**src/hdl/fetch_cfg.svh**
```systemverilog
// Build constants for the RV32I fetch front end.
// Queue depths are entry counts and need not be powers of two.
// XLEN is fixed at 32 because the decode stage only knows RV32I.
`ifndef FETCH_CFG_SVH
`define FETCH_CFG_SVH

// first fetch address after reset
`define PC_START 32'h8000_0000

`define XLEN 32

// fetch to decode buffer
`define IQ_DEPTH 2
// decode output buffer
`define OQ_DEPTH 4
`endif

```
**src/hdl/mem_bus_pkg.sv**
```systemverilog
// Instruction memory port types.
// Only word accesses are issued, and any nonzero resp counts as an error.
`default_nettype none
`include "fetch_cfg.svh"

package mem_bus_pkg;

  localparam logic [1:0] SIZE_WORD = 2'd2;
  localparam logic [1:0] RESP_OKAY = 2'd0;

  typedef struct packed {
    logic [`XLEN-1:0] addr;
    logic [1:0]       size;
  } mem_req_t;

  typedef struct packed {
    logic [`XLEN-1:0] data;
    logic [1:0]       resp;
  } mem_rsp_t;

endpackage

`default_nettype wire

```
**src/hdl/pipe_pkg.sv**
```systemverilog
// Payload types passed between the front end stages.
// FAULT marks unknown opcodes and words fetched with an error response.
`default_nettype none
`include "fetch_cfg.svh"

package pipe_pkg;

  typedef struct packed {
    logic [`XLEN-1:0] pc;
    logic [`XLEN-1:0] inst;
    logic             fault;
  } fetch_pkt_t;

  typedef enum logic [2:0] {
    CLS_ALU, CLS_LOAD, CLS_STORE, CLS_BRANCH,
    CLS_JAL, CLS_JALR, CLS_SYSTEM, CLS_FAULT
  } inst_class_e;

  typedef struct packed {
    logic [`XLEN-1:0] pc;
    logic [`XLEN-1:0] inst;
    inst_class_e      cls;
    logic [4:0]       rd;
    logic [4:0]       rs1;
    logic [4:0]       rs2;
    logic [`XLEN-1:0] imm;
  } decoded_t;

  // one-cycle strobe from decode back to fetch
  typedef struct packed {
    logic             valid;
    logic             taken;
    logic [`XLEN-1:0] target;
  } redirect_t;

endpackage

`default_nettype wire

```
**src/hdl/if_stage.sv**
```systemverilog
// Fetch stage with a single outstanding word request.
// After reset the first request goes to PC_START. Every later fetch waits
// in IDLE for a redirect strobe from decode.
// The response is sampled exactly one cycle after the address handshake
// and is held until the packet is taken by the queue.
// mem_req stays stable while mem_req_valid is high.
`timescale 1ns/10ps
`default_nettype none
`include "fetch_cfg.svh"

module if_stage
  import mem_bus_pkg::*, pipe_pkg::*;
(
  input  logic       clk,
  input  logic       rst,

  // instruction memory
  output logic       mem_req_valid,
  output mem_req_t   mem_req,
  input  logic       mem_req_ready,
  input  mem_rsp_t   mem_rsp,

  // to the instruction queue
  output logic       pkt_valid,
  output fetch_pkt_t pkt,
  input  logic       pkt_ready,

  // from decode
  input  redirect_t  redirect
);

  typedef enum logic [1:0] {
    IDLE,
    ADDR,
    RETN
  } state_e;

  state_e           state_q;
  state_e           state_d;
  logic [`XLEN-1:0] addr_q;
  logic [`XLEN-1:0] next_pc;
  logic             req_valid_q;
  logic             rsp_pending_q;
  mem_rsp_t         rsp_q;
  logic             req_fire;
  logic             pkt_fire;

  assign req_fire = req_valid_q && mem_req_ready;

  // packet is offered once the response word has been captured
  assign pkt_valid = (state_q == RETN) && !rsp_pending_q;
  assign pkt_fire  = pkt_valid && pkt_ready;

  assign next_pc = redirect.taken ? redirect.target : addr_q + `XLEN'd4;

  always_comb begin
    state_d = state_q;
    case (state_q)
      IDLE: begin
        if (redirect.valid) begin
          state_d = ADDR;
        end
      end
      ADDR: begin
        if (req_fire) begin
          state_d = RETN;
        end
      end
      RETN: begin
        if (pkt_fire) begin
          state_d = IDLE;
        end
      end
      default: state_d = IDLE;
    endcase
  end

  always_ff @(posedge clk) begin
    if (rst) begin
      state_q       <= ADDR;
      req_valid_q   <= 1'b0;
      rsp_pending_q <= 1'b0;
      addr_q        <= `PC_START;
    end else begin
      state_q       <= state_d;
      // registered so that valid stays low through reset
      req_valid_q   <= (state_d == ADDR);
      rsp_pending_q <= req_fire;
      if (state_q == IDLE && redirect.valid) begin
        addr_q <= next_pc;
      end
    end
  end

  // response word arrives the cycle after the handshake
  always_ff @(posedge clk) begin
    if (rsp_pending_q) begin
      rsp_q <= mem_rsp;
    end
  end

  assign mem_req_valid = req_valid_q;
  assign mem_req.addr  = addr_q;
  assign mem_req.size  = SIZE_WORD;

  assign pkt.pc    = addr_q;
  assign pkt.inst  = rsp_q.data;
  assign pkt.fault = (rsp_q.resp != RESP_OKAY);

endmodule

`default_nettype wire

```
**src/hdl/inst_queue.sv**
```systemverilog
// Valid/ready FIFO for any packed payload type.
// A word written in one cycle shows at the output in the next cycle.
// in_ready drops when full. No bypass and no simultaneous write when full,
// so the full depth costs one cycle of latency.
`timescale 1ns/10ps
`default_nettype none

module inst_queue #(
  parameter type data_t = logic [31:0],
  parameter int  DEPTH  = 2
) (
  input  logic  clk,
  input  logic  rst,

  input  logic  in_valid,
  output logic  in_ready,
  input  data_t in_data,

  output logic  out_valid,
  input  logic  out_ready,
  output data_t out_data
);

  localparam int PW = (DEPTH > 1) ? $clog2(DEPTH) : 1;
  localparam int CW = $clog2(DEPTH + 1);

  data_t         mem [DEPTH];
  logic [PW-1:0] wr_ptr;
  logic [PW-1:0] rd_ptr;
  logic [CW-1:0] count;
  logic          push;
  logic          pop;

  assign in_ready  = (count != CW'(DEPTH));
  assign out_valid = (count != '0);
  assign out_data  = mem[rd_ptr];

  assign push = in_valid && in_ready;
  assign pop  = out_valid && out_ready;

  always_ff @(posedge clk) begin
    if (rst) begin
      wr_ptr <= '0;
      rd_ptr <= '0;
      count  <= '0;
    end else begin
      if (push) begin
        wr_ptr <= (wr_ptr == PW'(DEPTH - 1)) ? '0 : wr_ptr + 1'b1;
      end
      if (pop) begin
        rd_ptr <= (rd_ptr == PW'(DEPTH - 1)) ? '0 : rd_ptr + 1'b1;
      end
      // push and pop together leave the count unchanged
      if (push && !pop) begin
        count <= count + 1'b1;
      end else if (pop && !push) begin
        count <= count - 1'b1;
      end
    end
  end

  // storage
  always_ff @(posedge clk) begin
    if (push) begin
      mem[wr_ptr] <= in_data;
    end
  end

endmodule

`default_nettype wire

```
**src/hdl/id_stage.sv**
```systemverilog
// Combinational RV32I decode with JAL resolution.
// JALR and branches are classified but never taken here, since fetch
// continues at pc+4 for them. Fault packets and unknown opcodes give
// class FAULT with a zero immediate.
// The redirect strobe fires in the same cycle a packet is accepted.
`timescale 1ns/10ps
`default_nettype none

module id_stage
  import pipe_pkg::*;
(
  input  logic       in_valid,
  output logic       in_ready,
  input  fetch_pkt_t in_pkt,

  output logic       out_valid,
  input  logic       out_ready,
  output decoded_t   out,

  output redirect_t  redirect
);

  localparam logic [6:0] OP_LUI    = 7'b0110111;
  localparam logic [6:0] OP_AUIPC  = 7'b0010111;
  localparam logic [6:0] OP_JAL    = 7'b1101111;
  localparam logic [6:0] OP_JALR   = 7'b1100111;
  localparam logic [6:0] OP_BRANCH = 7'b1100011;
  localparam logic [6:0] OP_LOAD   = 7'b0000011;
  localparam logic [6:0] OP_STORE  = 7'b0100011;
  localparam logic [6:0] OP_IMM    = 7'b0010011;
  localparam logic [6:0] OP_REG    = 7'b0110011;
  localparam logic [6:0] OP_FENCE  = 7'b0001111;
  localparam logic [6:0] OP_SYSTEM = 7'b1110011;

  logic [31:0] inst;
  logic [31:0] imm_i;
  logic [31:0] imm_s;
  logic [31:0] imm_b;
  logic [31:0] imm_u;
  logic [31:0] imm_j;
  logic [31:0] imm;
  inst_class_e cls;
  logic        accept;

  assign inst = in_pkt.inst;

  assign imm_i = {{20{inst[31]}}, inst[31:20]};
  assign imm_s = {{20{inst[31]}}, inst[31:25], inst[11:7]};
  assign imm_b = {{19{inst[31]}}, inst[31], inst[7], inst[30:25], inst[11:8], 1'b0};
  assign imm_u = {inst[31:12], 12'b0};
  assign imm_j = {{11{inst[31]}}, inst[31], inst[19:12], inst[20], inst[30:21], 1'b0};

  always_comb begin
    cls = CLS_FAULT;
    imm = '0;
    if (!in_pkt.fault) begin
      case (inst[6:0])
        OP_LUI, OP_AUIPC: begin cls = CLS_ALU; imm = imm_u; end
        OP_IMM:           begin cls = CLS_ALU; imm = imm_i; end
        // register-register ops carry no immediate
        OP_REG:           cls = CLS_ALU;
        OP_LOAD:          begin cls = CLS_LOAD; imm = imm_i; end
        OP_STORE:         begin cls = CLS_STORE; imm = imm_s; end
        OP_BRANCH:        begin cls = CLS_BRANCH; imm = imm_b; end
        OP_JAL:           begin cls = CLS_JAL; imm = imm_j; end
        OP_JALR:          begin cls = CLS_JALR; imm = imm_i; end
        OP_FENCE, OP_SYSTEM: begin cls = CLS_SYSTEM; imm = imm_i; end
        default:          cls = CLS_FAULT;
      endcase
    end
  end

  // stall whole stage on output back-pressure
  assign in_ready  = out_ready;
  assign out_valid = in_valid;
  assign accept    = in_valid && out_ready;

  assign out.pc   = in_pkt.pc;
  assign out.inst = inst;
  assign out.cls  = cls;
  assign out.rd   = inst[11:7];
  assign out.rs1  = inst[19:15];
  assign out.rs2  = inst[24:20];
  assign out.imm  = imm;

  assign redirect.valid  = accept;
  assign redirect.taken  = accept && (cls == CLS_JAL);
  assign redirect.target = (cls == CLS_JAL) ? in_pkt.pc + imm : in_pkt.pc + 32'd4;

endmodule

`default_nettype wire

```
**src/hdl/frontend_top.sv**
```systemverilog
// RV32I front end: fetch, fetch queue, decode and output queue.
// Only one instruction is in flight between fetch and decode at a time.
// out_ready back-pressure fills the output queue and then stalls decode.
`timescale 1ns/10ps
`default_nettype none
`include "fetch_cfg.svh"

module frontend_top
  import mem_bus_pkg::*, pipe_pkg::*;
(
  input  logic     clk,
  input  logic     rst,

  output logic     mem_req_valid,
  output mem_req_t mem_req,
  input  logic     mem_req_ready,
  input  mem_rsp_t mem_rsp,

  output logic     out_valid,
  input  logic     out_ready,
  output decoded_t out
);

  logic       if_valid;
  logic       if_ready;
  fetch_pkt_t if_pkt;
  logic       iq_valid;
  logic       iq_ready;
  fetch_pkt_t iq_pkt;
  logic       id_valid;
  logic       id_ready;
  decoded_t   id_out;
  redirect_t  redirect;

  if_stage u_if_stage (
    .clk           (clk),
    .rst           (rst),
    .mem_req_valid (mem_req_valid),
    .mem_req       (mem_req),
    .mem_req_ready (mem_req_ready),
    .mem_rsp       (mem_rsp),
    .pkt_valid     (if_valid),
    .pkt           (if_pkt),
    .pkt_ready     (if_ready),
    .redirect      (redirect)
  );

  inst_queue #(.data_t(fetch_pkt_t), .DEPTH(`IQ_DEPTH)) u_iq (
    .clk (clk), .rst (rst),
    .in_valid  (if_valid), .in_ready  (if_ready), .in_data  (if_pkt),
    .out_valid (iq_valid), .out_ready (iq_ready), .out_data (iq_pkt)
  );

  id_stage u_id_stage (
    .in_valid  (iq_valid), .in_ready  (iq_ready), .in_pkt (iq_pkt),
    .out_valid (id_valid), .out_ready (id_ready), .out    (id_out),
    .redirect  (redirect)
  );

  inst_queue #(.data_t(decoded_t), .DEPTH(`OQ_DEPTH)) u_oq (
    .clk (clk), .rst (rst),
    .in_valid  (id_valid),  .in_ready  (id_ready),  .in_data  (id_out),
    .out_valid (out_valid), .out_ready (out_ready), .out_data (out)
  );

endmodule

`default_nettype wire

```
**config.mk**
```make
export PLATFORM = sky130hd
export DESIGN_NAME = frontend_top
export DESIGN_NICKNAME = d
export VERILOG_FILES = /design/src/hdl/mem_bus_pkg.sv /design/src/hdl/pipe_pkg.sv /design/src/hdl/if_stage.sv /design/src/hdl/inst_queue.sv /design/src/hdl/id_stage.sv /design/src/hdl/frontend_top.sv
export VERILOG_INCLUDE_DIRS = /design/src /design/src/hdl
export SDC_FILE = /design/constraint.sdc
export NUM_CORES = 1
export LEC_CHECK = 0
export ABC_AREA = 0
export CORE_MARGIN = 2
export CORE_UTILIZATION = 25
export DETAILED_ROUTE_END_ITERATION = 10
export DONT_BUFFER_PORTS = 1
export PLACE_DENSITY_LB_ADDON = 0.3
export REMOVE_ABC_BUFFERS = 1
export SYNTH_ARGS = -nofsm -noshare
export SYNTH_HDL_FRONTEND = slang
export SYNTH_SLANG_ARGS = --single-unit
```
**constraint.sdc**
```tcl
create_clock -name clk -period 7.6 [get_ports clk]
set_input_delay 0.76 -clock clk [delete_from_list [all_inputs] [get_ports clk]]
set_output_delay 0.76 -clock clk [all_outputs]
set_load 0.01 [all_outputs]
```
; Word level (Yosys, flattened, before mapping)
; Memories as Yosys holds them, arrays and structs flattened. A register that Yosys moved wholly into a read port is not among the register bits.
; Cells that the tools add are included.
; W data, S select, Z words.
[classes]
mux = 26
eq_ne = 19
addsub = 11
reduce_logical = 25
[ops]
columns = operator, n
row1 = $pmux W32 S5, 1
row2 = $mux W32, 3
row3 = $add A32 B3 Y32 const B, 2
row4 = $add A32 B32 Y32, 1
row5 = $eq A7 B7 Y1 const B, 4
row6 = $eq A7 B6 Y1 const B, 3
row7 = $pmux W3 S7, 1
row8 = $mux W2, 9
row9 = $eq A7 B5 Y1 const B, 2
row10 = $logic_and A1 B1 Y1, 11
row11 = $mux W3, 3
row12 = $mux W1, 8
row13 = $reduce_bool A2 Y1, 4
row14 = $eq A7 B2 Y1 const B, 1
row15 = $eq A7 B4 Y1 const B, 1
row16 = $add A2 B1 Y2 const B, 3
row17 = $eq A2 B2 Y1 const B, 3
row18 = $pmux W2 S3, 1
row19 = $reduce_or A5 Y1, 1
row20 = $eq A2 B1 Y1 const B, 2
row21 = $logic_not A1 Y1, 4
row22 = $reduce_or A2 Y1, 2
row23 = $reduce_or A4 Y1, 1
row24 = $add A3 B1 Y3 const B, 1
row25 = 8 further kinds, 9
[word_totals]
memories = 2
out_inout_bits = 150
mem_bits_rw = 586
inputBits = 38
wordCells = 95
reg_bits = 81
[mem_list]
columns = name, depth, word_bits, read_ports, rd_clocked_by_memory_dff, write_ports, line_no
row1 = u_oq.mem, 4, 114, 1, 1, 1, inst_queue.sv:27  ; data_t mem [DEPTH];
row2 = u_iq.mem, 2, 65, 1, 1, 1, inst_queue.sv:27

; Longest topological paths before layout
; Gate-level depths: netlist (run 1).
[depth]
ltp_word = 7
ltp_mapped = 22

; Hierarchy
; A second synthesis (run 1) with hierarchy kept.
[hier_totals]
hier_cells = 1844
hier_area_um2 = 29298.1
[by_module_without_submodules]
columns = module, instances, seq_area_each_um2, cells_per_inst, area_per_inst_um2
row1 = inst_queue (u_oq), 1, 13873.3, 644, 16912.5
row2 = inst_queue (u_iq), 1, 4003.8, 226, 4927.2
row3 = if_stage, 1, 1741.7, 392, 3749.8
row4 = id_stage, 1, 0.0, 582, 3708.6

; Least setup slack after synthesis (run 1)
; No wires, ideal clock.
[synth_path]
kind = flip-flop to flip-flop
startpoint = reg (tool-made name)
endpoint = reg u_if_stage.addr_q[30]
setup_ns = 0.126
path_buffers = 4
arrival_ns = 4.810
slack_ns = 2.665
stages_incl_launch_ff = 22
cell_sequence = dfxtp_1 buf_6 buf_6 and4bb_2 o22ai_2 o21ai_0 or3_1 clkbuf_1 o21ai_0 clkbuf_1 nor2_1 ha_1 fa_1 a211oi_1 o21ai_0 a21oi_1 o41ai_1 a311oi_1 o21ai_0 a21oi_1 mux2i_1 a21oi_1
[synth_lines]
columns = item, line_no
row1 = end signal: assignment, if_stage.sv:83  ; addr_q <= `PC_START;
row2 = end signal: assignment, if_stage.sv:90  ; addr_q <= next_pc;
row3 = end: declaration, if_stage.sv:40  ; logic [`XLEN-1:0] addr_q;

==> results by group, run 1 <==
Die
  – # IOs: 188
  – Die Width: 321.3 um
  – Die Span Y: 321.3 um
  – Core Region: 100,000 um2
  – Num rows: 116
  – Initial Utilization: 0.2518
  – Total die area: 103,300 um2

Pwr
  – Leakage power: 8.786 nW
  – Max IR drop VDD: 208.2 uV
  – P per Cell Area: 327.1 nW/um2

Setup path
  – Crit path arrival time: 6870 ps
  – Crit-path slowest cell: o21ai_2
  – CP Class: reg -> reg
  – Worst Setup End Kind: flop
  – Critical path startpoint category: flop
  – Critical Path Most Common Cell: o21ai_0
  – Slowest cell delay on critical path: 790 ps
  – CP Data Required Time: 8060 ps
  – Critical path peak fanout: 35
  – Critical-path cell list: and4bb_2 -> o21ai_0 -> o21ai_0 -> or3_1 -> o21ai_2 -> nor2_1 -> ha_1 -> fa_1 -> a211oi_1 -> o21ai_0 -> a21oi_1 -> o41ai_1 -> a311oi_1 -> o21ai_0 -> a21oi_1 -> mux2i_1 -> a21oi_1

Timing
  – Fmax: 0.1558 GHz
  – Minimum clock period: 6417 ps
  – Setup ws final: 1183 ps
  – Final hold violation count: 0
  – RSZ-0062 raised after global routing: no
  – Slew @ Worst Pin: 1143 ps
  – Clock Skew: 29.69 ps
  – Setup TNS: 0 ps
  – Slew Limit Headroom: 0.2379
  – Ratio of final minimum period to clock period: 0.8443
  – Finish-stage setup viols: 0
  – Fin. max-slew vios: 0
  – Final hold slack: 220.0 ps

Clock tree
  – Sink Count: 610
  – Clk Latency, worst-skew pair: 610 ps
  – Clock-pin slew on the worst setup and hold paths: 60 ps
  – Max clock buf depth: 3
  – H-tree levels: 3
  – TritonCTS clock tree: built
  – CTS Hold Bufs: 0
  – Post_cts resized: 0
  – Root Driver: clkbuf_16
  – Total CTS buffers: 69
  – Postcts setup bufs: 0

Drt
  – Vias post-DR: 13,050
  – Via-to-Cell Ratio: 4.636
  – Drt wl/cell: 23.15 um
  – Routed WL: 65,180 um
  – Drc violations: 0
  – DR iter-0 viols: 1,035
  – Pre-antenna DRT Iters: 5
  – Antenna Violating Nets Remaining: 0

Worst hold path
  – Hold path start: rst
  – Worst min-delay path class: in -> reg

Finish
  – P&R area growth vs syn: 13.37%
  – Final Cell Area: 28,540 um2
  – Fillcell total: 9,785
  – Layout Nets: 1,543
  – Final design utilization: 0.2854
  – Share of layout cells above drive strength 1: 0.1958

Synth
  – Number of flops mapped to enable cells by yosys: 560
  – Most frequent cell after synthesis: edfxtp_1
  – Distinct cells, synth: 77
  – Post-synthesis sequential area ratio: 0.7077
  – Mapped cell area: 25,180 um2
  – Biggest area consumer among synthesized cells: edfxtp_1
  – Commonest cells in the netlist: edfxtp_1 (560), a21oi_1 (100), mux4_2 (99)
  – Avg Cell Area, Syn: 16.97 um2
  – Share of the synthesized area in the top cell type: 0.6679
  – Top FF cell, synth: edfxtp_1
  – Synth async-reset ratio: 0
  – Yosys warns: 0
  – #FFs+latches synth: 610
  – Synth Instances: 1,484
  – Largest cells by area after synthesis: edfxtp_1 (67%), mux4_2 (8.9%), dfxtp_1 (4.0%), mux2_2 (2.6%), a21oi_1 (2.0%)

Placement
  – Routability cong.: 0.8339
  – Worst slack, placed: 1281 ps
  – Area after DPL: 26,380 um2
  – Post-DP HPWL: 43,590 um
  – PortBufs: 0

Outcome
  – Status: finished clean

GRT
  – Initial antenna violation count: 3
  – Vias in the first global route: 13,340
  – First-pass GRT wire length: 94,030 um
  – Largest net degree at the start of global routing: 79
  – All-Layer GR Usage: 0.1258
  – GRT overflow: 0

Job
  – MaxCap Viol Count: 0
area by class of cell:
type / count / area [um2] / area share
clock buffer: 86 / 1876 / 0.06571
multi-input combinational: 746 / 6714 / 0.2352
inverter: 22 / 82.58 / 0.002893
tap: 1298 / 1624 / 0.05690
timing repair buffer: 15 / 125.1 / 0.004383
clock inverter: 38 / 290.3 / 0.01017
antenna: 1 / 2.502 / 0.00008767
sequential: 610 / 17830 / 0.6246
metal layers:
metal  track usage  part of all wire  vias up
met5             0           0.00054        -
met4       0.03583             0.020        6
met3       0.04640             0.086       89
met2        0.2055              0.48      382
met1        0.1555              0.41     6766
li1              -                 -     5811
report_power, final:
part           switching [W]  internal (W)  total (W)
clock network        0.00132       0.00186    0.00318
registers           0.000158       0.00414    0.00429
logic                0.00124      0.000619    0.00186
cells in the final DEF (no fill, tap or decap), drive strengths merged, types with 39 or more instances in the layout:
| cell | n |
|---|---|
| a21oi | 100 |
| ha | 39 |
| dfxtp | 50 |
| edfxtp | 560 |
| clkbuf | 86 |
| mux2 | 60 |
| o21ai | 55 |
| nor2 | 63 |
| nand2 | 60 |
| mux4 | 99 |
final timing paths:
path / slack, ps / depth (start not counted) / endpoint
worst max-delay path: 1180 / 17 / u_if_stage.addr_q[30]
worst min-delay path: 220 / 1 / u_if_stage.addr_q[11]
worst max register to register: 1180 / 17 / u_if_stage.addr_q[30]
worst min register to register: 440 / 0 / u_iq.mem[1][19]
critical path, delay by kind of cell, from the launching register on:
family,cells,cell delay (ps)
AND/OR/NAND/NOR,3,1160
AO/OA/AOI/OAI,11,3510
flip-flops,1,620
adder cells (fa/ha/maj),2,740
multiplexers,1,210
metrics by stage:
| stage | total power (W) | instances |
|---|---|---|
| 4_1_cts | 0.009542 | 2815 |
| 2_1_floorplan | 0.005637 | 1378 |
| 5_1_grt | 0.009785 | 2815 |
| 6_report | 0.009337 | 2816 |
| 3_3_place_gp | 0.006276 | 2691 |
| 3_5_place_dp | 0.006324 | 2691 |
cells by family after synthesis:
| logic type | Yosys count | synth area share |
|---|---|---|
| adder cells (fa/ha/maj) | 41 | 0.02097 |
| multiplexers | 171 | 0.1206 |
| AND/OR/NAND/NOR | 265 | 0.05457 |
| XOR/XNOR | 31 | 0.01078 |
| AO/OA/AOI/OAI | 236 | 0.05735 |
| flip-flops | 610 | 0.7077 |
| buffers and inverters | 128 | 0.02773 |
| other | 2 | 0.0002983 |
registers in the layout (all words and copies together) (netlist names), named ones only:
register                  flops
u_oq.mem                    396
u_iq.mem                    130
u_if_stage.addr_q            32
u_if_stage.pkt               32
u_oq.count                    3
u_if_stage.rsp_q              2
u_if_stage.state_q            2
u_iq.count                    2
u_oq.rd_ptr                   2
u_oq.wr_ptr                   2
u_if_stage.mem_req_valid      1
u_if_stage.rsp_pending_q      1
u_iq.rd_ptr                   1
u_iq.wr_ptr                   1
No activity file was read; power rests on OpenSTA's default activity.
==> run 2, diff against run 1 <==
- clock period: 7.6 -> 6.6 ns (I/O delays scaled with it)
==> run 2 against run 1 <==
Compared with the run above: clock power up 21%; non-clock buffer count up 3; via count up 0.67%; first-iteration DRC count up 4.3%; core utilization up 0.16 points; highest routed layer unchanged; critical endpoint unchanged; setup slack worse by 480 ps; final cell count up 0.14%.
==> results by group, run 2 (same netlist as run 1, synthesis figures left out) <==
Drt
  – Pre-antenna DRT Iters: 5 (unchanged)
  – Drt wl/cell: 23.60 um (was 23.15 um)
  – Vias post-DR: 13,140 (was 13,050)
  – Antenna Violating Nets Remaining: 0 (unchanged)
  – Via-to-Cell Ratio: 4.660 (was 4.636)
  – Drc violations: 0 (unchanged)
  – Routed WL: 66,550 um (was 65,180 um)
  – DR iter-0 viols: 1,080 (was 1,035)

Pwr
  – Leakage power: 8.871 nW (was 8.786 nW)
  – P per Cell Area: 382.7 nW/um2 (was 327.1 nW/um2)
  – Max IR drop VDD: 283.3 uV (was 208.2 uV)
  – Tot Pwr: 0.01099 W (was 0.009337 W)

Finish
  – Commonest non-fill, non-tap cells in the layout: edfxtp_1 (560), a21oi_1 (100), mux4_2 (99) (unchanged)
  – Leading registers by flop count: u_oq.mem (396), u_iq.mem (130) (unchanged)
  – Layout Nets: 1,548 (was 1,543)
  – Final design utilization: 0.2870 (was 0.2854)
  – P&R area growth vs syn: 14.01% (was 13.37%)
  – Max reg flops: 396 (unchanged)
  – Most common cell after layout, fill and taps aside: edfxtp_1 (unchanged)
  – Share of layout cells above drive strength 1: 0.1979 (was 0.1958)
  – Final Cell Area: 28,710 um2 (was 28,540 um2)
  – Biggest register: u_oq.mem (unchanged)
  – Fillcell total: 9,786 (was 9,785)

Timing
  – Setup TNS: 0 ps (unchanged)
  – Clock Skew: 32.90 ps (was 29.69 ps)
  – Slew @ Worst Pin: 1250 ps (was 1143 ps)
  – Minimum clock period: 5899 ps (was 6417 ps)
  – Slew Limit Headroom: 0.1670 (was 0.2379)
  – Fmax: 0.1695 GHz (was 0.1558 GHz)
  – RSZ-0062 raised after global routing: no (unchanged)
  – Fin. max-slew vios: 0 (unchanged)
  – Setup ws final: 700.7 ps (was 1183 ps)
  – Final hold violation count: 0 (unchanged)
  – Finish-stage setup viols: 0 (unchanged)
  – Ratio of final minimum period to clock period: 0.8938 (was 0.8443)

Setup path
  – Crit path arrival time: 6360 ps (was 6870 ps)
  – Worst Setup End Kind: flop (unchanged)
  – Critical path startpoint category: flop (unchanged)
  – Internal reg-to-reg setup slack: 700 ps (was 1180 ps)
  – Critical R2R Capture: u_if_stage.addr_q[30] (unchanged)
  – Critical path peak fanout: 25 (was 35)
  – Worst Reg2Reg Path Length in Cells: 17 (unchanged)
  – CP Data Required Time: 7070 ps (was 8060 ps)
  – CP Class: reg -> reg (unchanged)

Die
  – Core Region: 100,000 um2 (unchanged)
  – # IOs: 188 (unchanged)
  – Die Width: 321.3 um (unchanged)
  – Die Span Y: 321.3 um (unchanged)
  – Num rows: 116 (unchanged)
  – Total die area: 103,300 um2 (unchanged)
  – Initial Utilization: 0.2518 (unchanged)

Placement
  – Area after DPL: 26,400 um2 (was 26,380 um2)
  – PortBufs: 0 (unchanged)
  – Post-DP HPWL: 44,350 um (was 43,590 um)
  – Worst slack, placed: 553.9 ps (was 1281 ps)
  – Routability cong.: 0.8406 (was 0.8339)

Clock tree
  – H-tree levels: 3 (unchanged)
  – Post_cts resized: 0 (unchanged)
  – Clock-pin slew on the worst setup and hold paths: 60 ps (about the same)
  – Total CTS buffers: 71 (was 69)
  – CTS Hold Bufs: 0 (unchanged)
  – Root Driver: clkbuf_16 (unchanged)
  – Postcts setup bufs: 0 (unchanged)
  – Sink Count: 610 (unchanged)
  – TritonCTS clock tree: built (unchanged)
  – Clk Latency, worst-skew pair: 620 ps (was 610 ps)
  – Max clock buf depth: 3 (unchanged)

GRT
  – First-pass GRT wire length: 95,670 um (was 94,030 um)
  – Initial antenna violation count: 1 (was 3)
  – All-Layer GR Usage: 0.1278 (was 0.1258)
  – Largest net degree at the start of global routing: 74 (was 79)
  – GRT overflow: 0 (unchanged)
  – Vias in the first global route: 13,440 (was 13,340)

Worst hold path
  – Worst Hold End: u_if_stage.addr_q[21] (was u_if_stage.addr_q[11])
  – Worst hold stages: 1 (unchanged)
  – Worst min-delay path class: in -> reg (unchanged)
  – Hold path start: rst (unchanged)

Outcome
  – Status: finished clean (unchanged)

Job
  – MaxCap Viol Count: 0 (unchanged)
## run 2: through the flow
stage	cells	hold WS, ps
finish	2820	112.4
floorplan	1378	421.5
detailed placement	2694	433.2
global placement	2694	426.7
global route	2819	78.76
CTS	2819	84.83
## run 2: worst max path at each step
stage | from | end | slack [ps] | cells after the start
3_5_place_dp | flop | u_if_stage.addr_q[30] | 550 | 17
4_1_cts | flop | u_if_stage.addr_q[30] | 520 | 17
5_1_grt | flop | u_if_stage.addr_q[30] | 100 | 17
2_1_floorplan | flop | u_if_stage.addr_q[30] | -790 | 18
6_report | flop | u_if_stage.addr_q[30] | 700 | 17
3_3_place_gp | flop | u_if_stage.addr_q[30] | 620 | 17
## run 2: routing by layer
| layer | routed length (um) | part of all wire | track usage | vias up |
|---|---|---|---|---|
| met2 | 32440 | 0.49 | 0.2132 | 375 |
| met5 | 13 | 0.00020 | 0 | - |
| met3 | 5282 | 0.079 | 0.04414 | 79 |
| met1 | 27640 | 0.42 | 0.1569 | 6852 |
| met4 | 1176 | 0.018 | 0.03458 | 2 |
| li1 | - | - | - | 5833 |
## run 2: area by class of cell
type                            count  area (um2)  area share
Timing Repair Buffer               18       147.6    0.005143
Clock buffer                       94        1978     0.06891
Sequential cell                   610       17830      0.6211
Clock inverter                     31       319.1     0.01111
Multi-Input combinational cell    746        6721      0.2342
Inverter                           22       82.58    0.002877
Antenna cell                        1       2.502  0.00008718
Tap cell                         1298        1624     0.05658
## run 2: critical path, cell delays in order, from the launching register on
cell	delay [ps]
dfxtp_4	520
and4bb_2	310
o21ai_0	480
o21ai_0	230
or3_1	540
o21ai_4	520
nor2_1	240
ha_1	280
fa_1	430
a211oi_1	280
o21ai_0	240
a21oi_1	330
o41ai_1	180
a311oi_1	450
o21ai_0	230
a21oi_1	220
mux2i_1	200
a21oi_1	80
## run 2: report_power, final
| group | total (W) | switching (W) | leakage [nW] | internal [W] |
|---|---|---|---|---|
| sequential | 0.00495 | 0.000184 | 5.45 | 0.00476 |
| clock | 0.00386 | 0.00152 | 1.12 | 0.00234 |
| combinational | 0.00218 | 0.00146 | 2.30 | 0.000718 |
| total | 0.0110 | 0.00317 | 8.87 | 0.00782 |
==> run 3, diff against run 2 <==
- SYNTH_HIERARCHICAL: not set -> 1
==> run 3 against run 2 <==
Compared with the run above: die area up 16%; first-iteration DRC count increased by 25%; fmax down 4.8%; largest power group unchanged; highest routed layer unchanged; critical path depth rose by 2; sequential cell count is 60 higher; critical path type unchanged; clock-buffer cell count fell by 13; sequential share of layout area fell by 1.2 points; critical endpoint is now u_if_stage/addr_q[28].
==> results by group, run 3 <==
Setup path
  – Worst Setup End Kind: flop (unchanged)
  – CP Data Required Time: 7150 ps (was 7070 ps)
  – Internal reg-to-reg setup slack: 400 ps (was 700 ps)
  – CP Class: reg -> reg (unchanged)
  – Crit path arrival time: 6750 ps (was 6360 ps)
  – Critical path startpoint category: flop (unchanged)
  – Critical path peak fanout: 15 (was 25)

Die
  – Num rows: 125 (was 116)
  – # IOs: 188 (unchanged)
  – Total die area: 119,900 um2 (was 103,300 um2)
  – Die Span Y: 346.3 um (was 321.3 um)
  – Die Width: 346.3 um (was 321.3 um)
  – Core Region: 116,200 um2 (was 100,000 um2)
  – Initial Utilization: 0.2521 (was 0.2518)

Placement
  – Routability cong.: 0.8225 (was 0.8406)
  – PortBufs: 0 (unchanged)
  – Post-DP HPWL: 51,120 um (was 44,350 um)

Clock tree
  – CTS Hold Bufs: 0 (unchanged)
  – Root Driver: clkbuf_16 (unchanged)
  – TritonCTS clock tree: built (unchanged)
  – Clk Latency, worst-skew pair: 620 ps (about the same)
  – Post_cts resized: 0 (unchanged)
  – Postcts setup bufs: 0 (unchanged)
  – H-tree levels: 3 (unchanged)
  – Total CTS buffers: 71 (unchanged)
  – Max clock buf depth: 3 (unchanged)
  – Sink Count: 670 (was 610)
  – Clock-pin slew on the worst setup and hold paths: 60 ps (about the same)

Synth
  – Synth async-reset ratio: 0 (unchanged)
  – Share of the synthesized area in the top cell type: 0.6355 (was 0.6679)
  – Largest cells by area after synthesis: edfxtp_1 (64%), mux4_2 (8.8%), buf_4 (3.8%), dfxtp_1 (3.4%), mux2_2 (2.7%) (was edfxtp_1 (67%), mux4_2 (8.9%), dfxtp_1 (4.0%), mux2_2 (2.6%), a21oi_1 (2.0%))
  – Yosys warns: 6 (was 0)
  – #FFs+latches synth: 670 (was 610)
  – Mapped cell area: 29,300 um2 (was 25,180 um2)
  – Post-synthesis sequential area ratio: 0.6696 (was 0.7077)
  – Synth Instances: 1,844 (was 1,484)
  – Number of flops mapped to enable cells by yosys: 620 (was 560)
  – Distinct cells, synth: 79 (was 77)
  – Avg Cell Area, Syn: 15.89 um2 (was 16.97 um2)
  – Biggest area consumer among synthesized cells: edfxtp_1 (unchanged)
  – Top FF cell, synth: edfxtp_1 (unchanged)
  – Most frequent cell after synthesis: edfxtp_1 (unchanged)
  – Commonest cells in the netlist: edfxtp_1 (620), buf_4 (150), mux4_2 (114) (was edfxtp_1 (560), a21oi_1 (100), mux4_2 (99))

GRT
  – Vias in the first global route: 15,230 (was 13,440)
  – First-pass GRT wire length: 108,600 um (was 95,670 um)
  – GRT overflow: 0 (unchanged)
  – GR Layer Usage met1: 0.1495 (was 0.1569)
  – GRT met2 Usage: 0.2110 (was 0.2132)
  – Met3 Track Usage GR: 0.04109 (was 0.04414)
  – All-Layer GR Usage: 0.1237 (was 0.1278)
  – Layer with the highest usage: met2 (unchanged)
  – Largest net degree at the start of global routing: 115 (was 74)
  – Initial antenna violation count: 9 (was 1)

Drt
  – Via-to-Cell Ratio: 4.656 (was 4.660)
  – Vias post-DR: 15,340 (was 13,140)
  – Drt wl/cell: 23.09 um (was 23.60 um)
  – Antenna Violating Nets Remaining: 0 (unchanged)
  – Routed WL: 76,060 um (was 66,550 um)
  – Pre-antenna DRT Iters: 5 (unchanged)
  – DR iter-0 viols: 1,353 (was 1,080)
  – Drc violations: 0 (unchanged)

Finish
  – Share of layout cells above drive strength 1: 0.1977 (was 0.1979)
  – Max reg flops: 456 (was 396)
  – Leading registers by flop count: u_oq/mem (456), u_iq/mem (130) (was u_oq.mem (396), u_iq.mem (130))
  – Biggest register: u_oq/mem (was u_oq.mem)
  – P&R area growth vs syn: 9.998% (was 14.01%)
  – Commonest non-fill, non-tap cells in the layout: edfxtp_1 (620), mux4_2 (114), nand2_1 (111) (was edfxtp_1 (560), a21oi_1 (100), mux4_2 (99))
  – Antenna Cells: 0 (was 1)
  – Most common cell after layout, fill and taps aside: edfxtp_1 (unchanged)
  – Layout Nets: 1,795 (was 1,548)

Worst hold path
  – Worst min-delay path class: in -> reg (unchanged)

Timing
  – Setup TNS: 0 ps (unchanged)
  – Clock Skew: 19.65 ps (was 32.90 ps)
  – Slew Limit Headroom: 0.1640 (was 0.1670)
  – Fmax: 0.1613 GHz (was 0.1695 GHz)
  – Fin. max-slew vios: 0 (unchanged)
  – Slew @ Worst Pin: 1249 ps (was 1250 ps)
  – Final hold violation count: 0 (unchanged)
  – Ratio of final minimum period to clock period: 0.9393 (was 0.8938)
  – RSZ-0062 raised after global routing: no (unchanged)
  – Finish-stage setup viols: 0 (unchanged)
  – Minimum clock period: 6199 ps (was 5899 ps)

Pwr
  – P per Cell Area: 372.4 nW/um2 (was 382.7 nW/um2)
  – Max IR drop VDD: 184.7 uV (was 283.3 uV)
  – Tot Pwr: 0.01200 W (was 0.01099 W)
  – Leakage power: 9.977 nW (was 8.871 nW)

Outcome
  – Status: finished clean (unchanged)

Job
  – MaxCap Viol Count: 0 (unchanged)
==> run 3: cell types whose count changed after synthesis, sizes merged, moves of 14 or more <==
| cell | delta |
|---|---|
| buf | +106 |
| edfxtp | +60 |
| nand2 | +51 |
| nand4 | +23 |
| a21oi | -15 |
| mux4 | +15 |
| xor2 | +14 |
==> run 3: metrics by stage <==
stage | std cells | utilization | instance area [um2] | hold WS [ps] | setup slack [ps]
3_5_place_dp | 3166 | 0.2571 | 29880 | 434.4 | 446.1
6_report | 3294 | 0.2773 | 32230 | 112.7 | 400.8
4_1_cts | 3294 | 0.2773 | 32230 | 84.86 | 417.0
5_1_grt | 3294 | 0.2773 | 32230 | 77.79 | 90.67
2_1_floorplan | 1620 | - | 27730 | 421.5 | -1229
3_3_place_gp | 3166 | 0.2571 | 29880 | 425.8 | 596.5
==> run 3: layout make-up <==
cell class	instances	area, um2
multi-input cells	921	8040
clock inverters	47	504.2
well taps	1524	1907
inverters	29	108.9
flip-flops and latches	670	19630
fillers	11570	83980
clock buffers	81	1846
repair buffers	22	190.2
==> run 3: power by group <==
| group | total [W] | switching, W | internal (W) |
|---|---|---|---|
| logic | 0.00252 | 0.00167 | 0.000851 |
| clock network | 0.00402 | 0.00168 | 0.00235 |
| registers | 0.00546 | 0.000183 | 0.00528 |
| total | 0.0120 | 0.00352 | 0.00848 |
==> run 3: metal layers <==
layer,share of wire,vias up
li1,-,6783
met1,0.40,7977
met2,0.50,470
met3,0.081,105
met4,0.019,2
met5,0.00024,-
==> run 3: kinds of logic (layout without fill, tap and decap cells) <==
group,count (synthesis),in the layout,share of synthesized area
flip-flops,670,670,0.6696
AND/OR/NAND/NOR,367,367,0.06457
AO/OA/AOI/OAI,259,259,0.05484
buffers and inverters,253,179,0.05727
multiplexers,193,193,0.1177
XOR/XNOR,58,58,0.01734
adder cells (fa/ha/maj),42,42,0.01845
other,2,2,0.0002563
==> run 3: critical path, cell delays in order, from the launching register on <==
cell and delay [ps]:
dfxtp_4 420, mux2_2 470, or3b_1 400, a211o_1 380, a41o_1 260, nor2_1 370
ha_1 290, inv_1 70, fa_1 370, nand2b_1 190, a21oi_1 220, o21ai_0 240
a2111oi_0 900, nor4_1 180, o21ai_0 380, mux2_2 380, o31ai_1 220, and3_1 200
a21oi_1 40, o21ai_0 150
==> run 3: final timing paths <==
check / startpoint / to / cells past startpoint
hold / removal: rst / u_if_stage/addr_q[21] / 1
setup / recovery: flop / u_if_stage/addr_q[28] / 19
setup reg to reg: flop / u_if_stage/addr_q[28] / 19
hold reg to reg: u_if_stage/pkt[10] / u_iq/mem[1][10] / 0
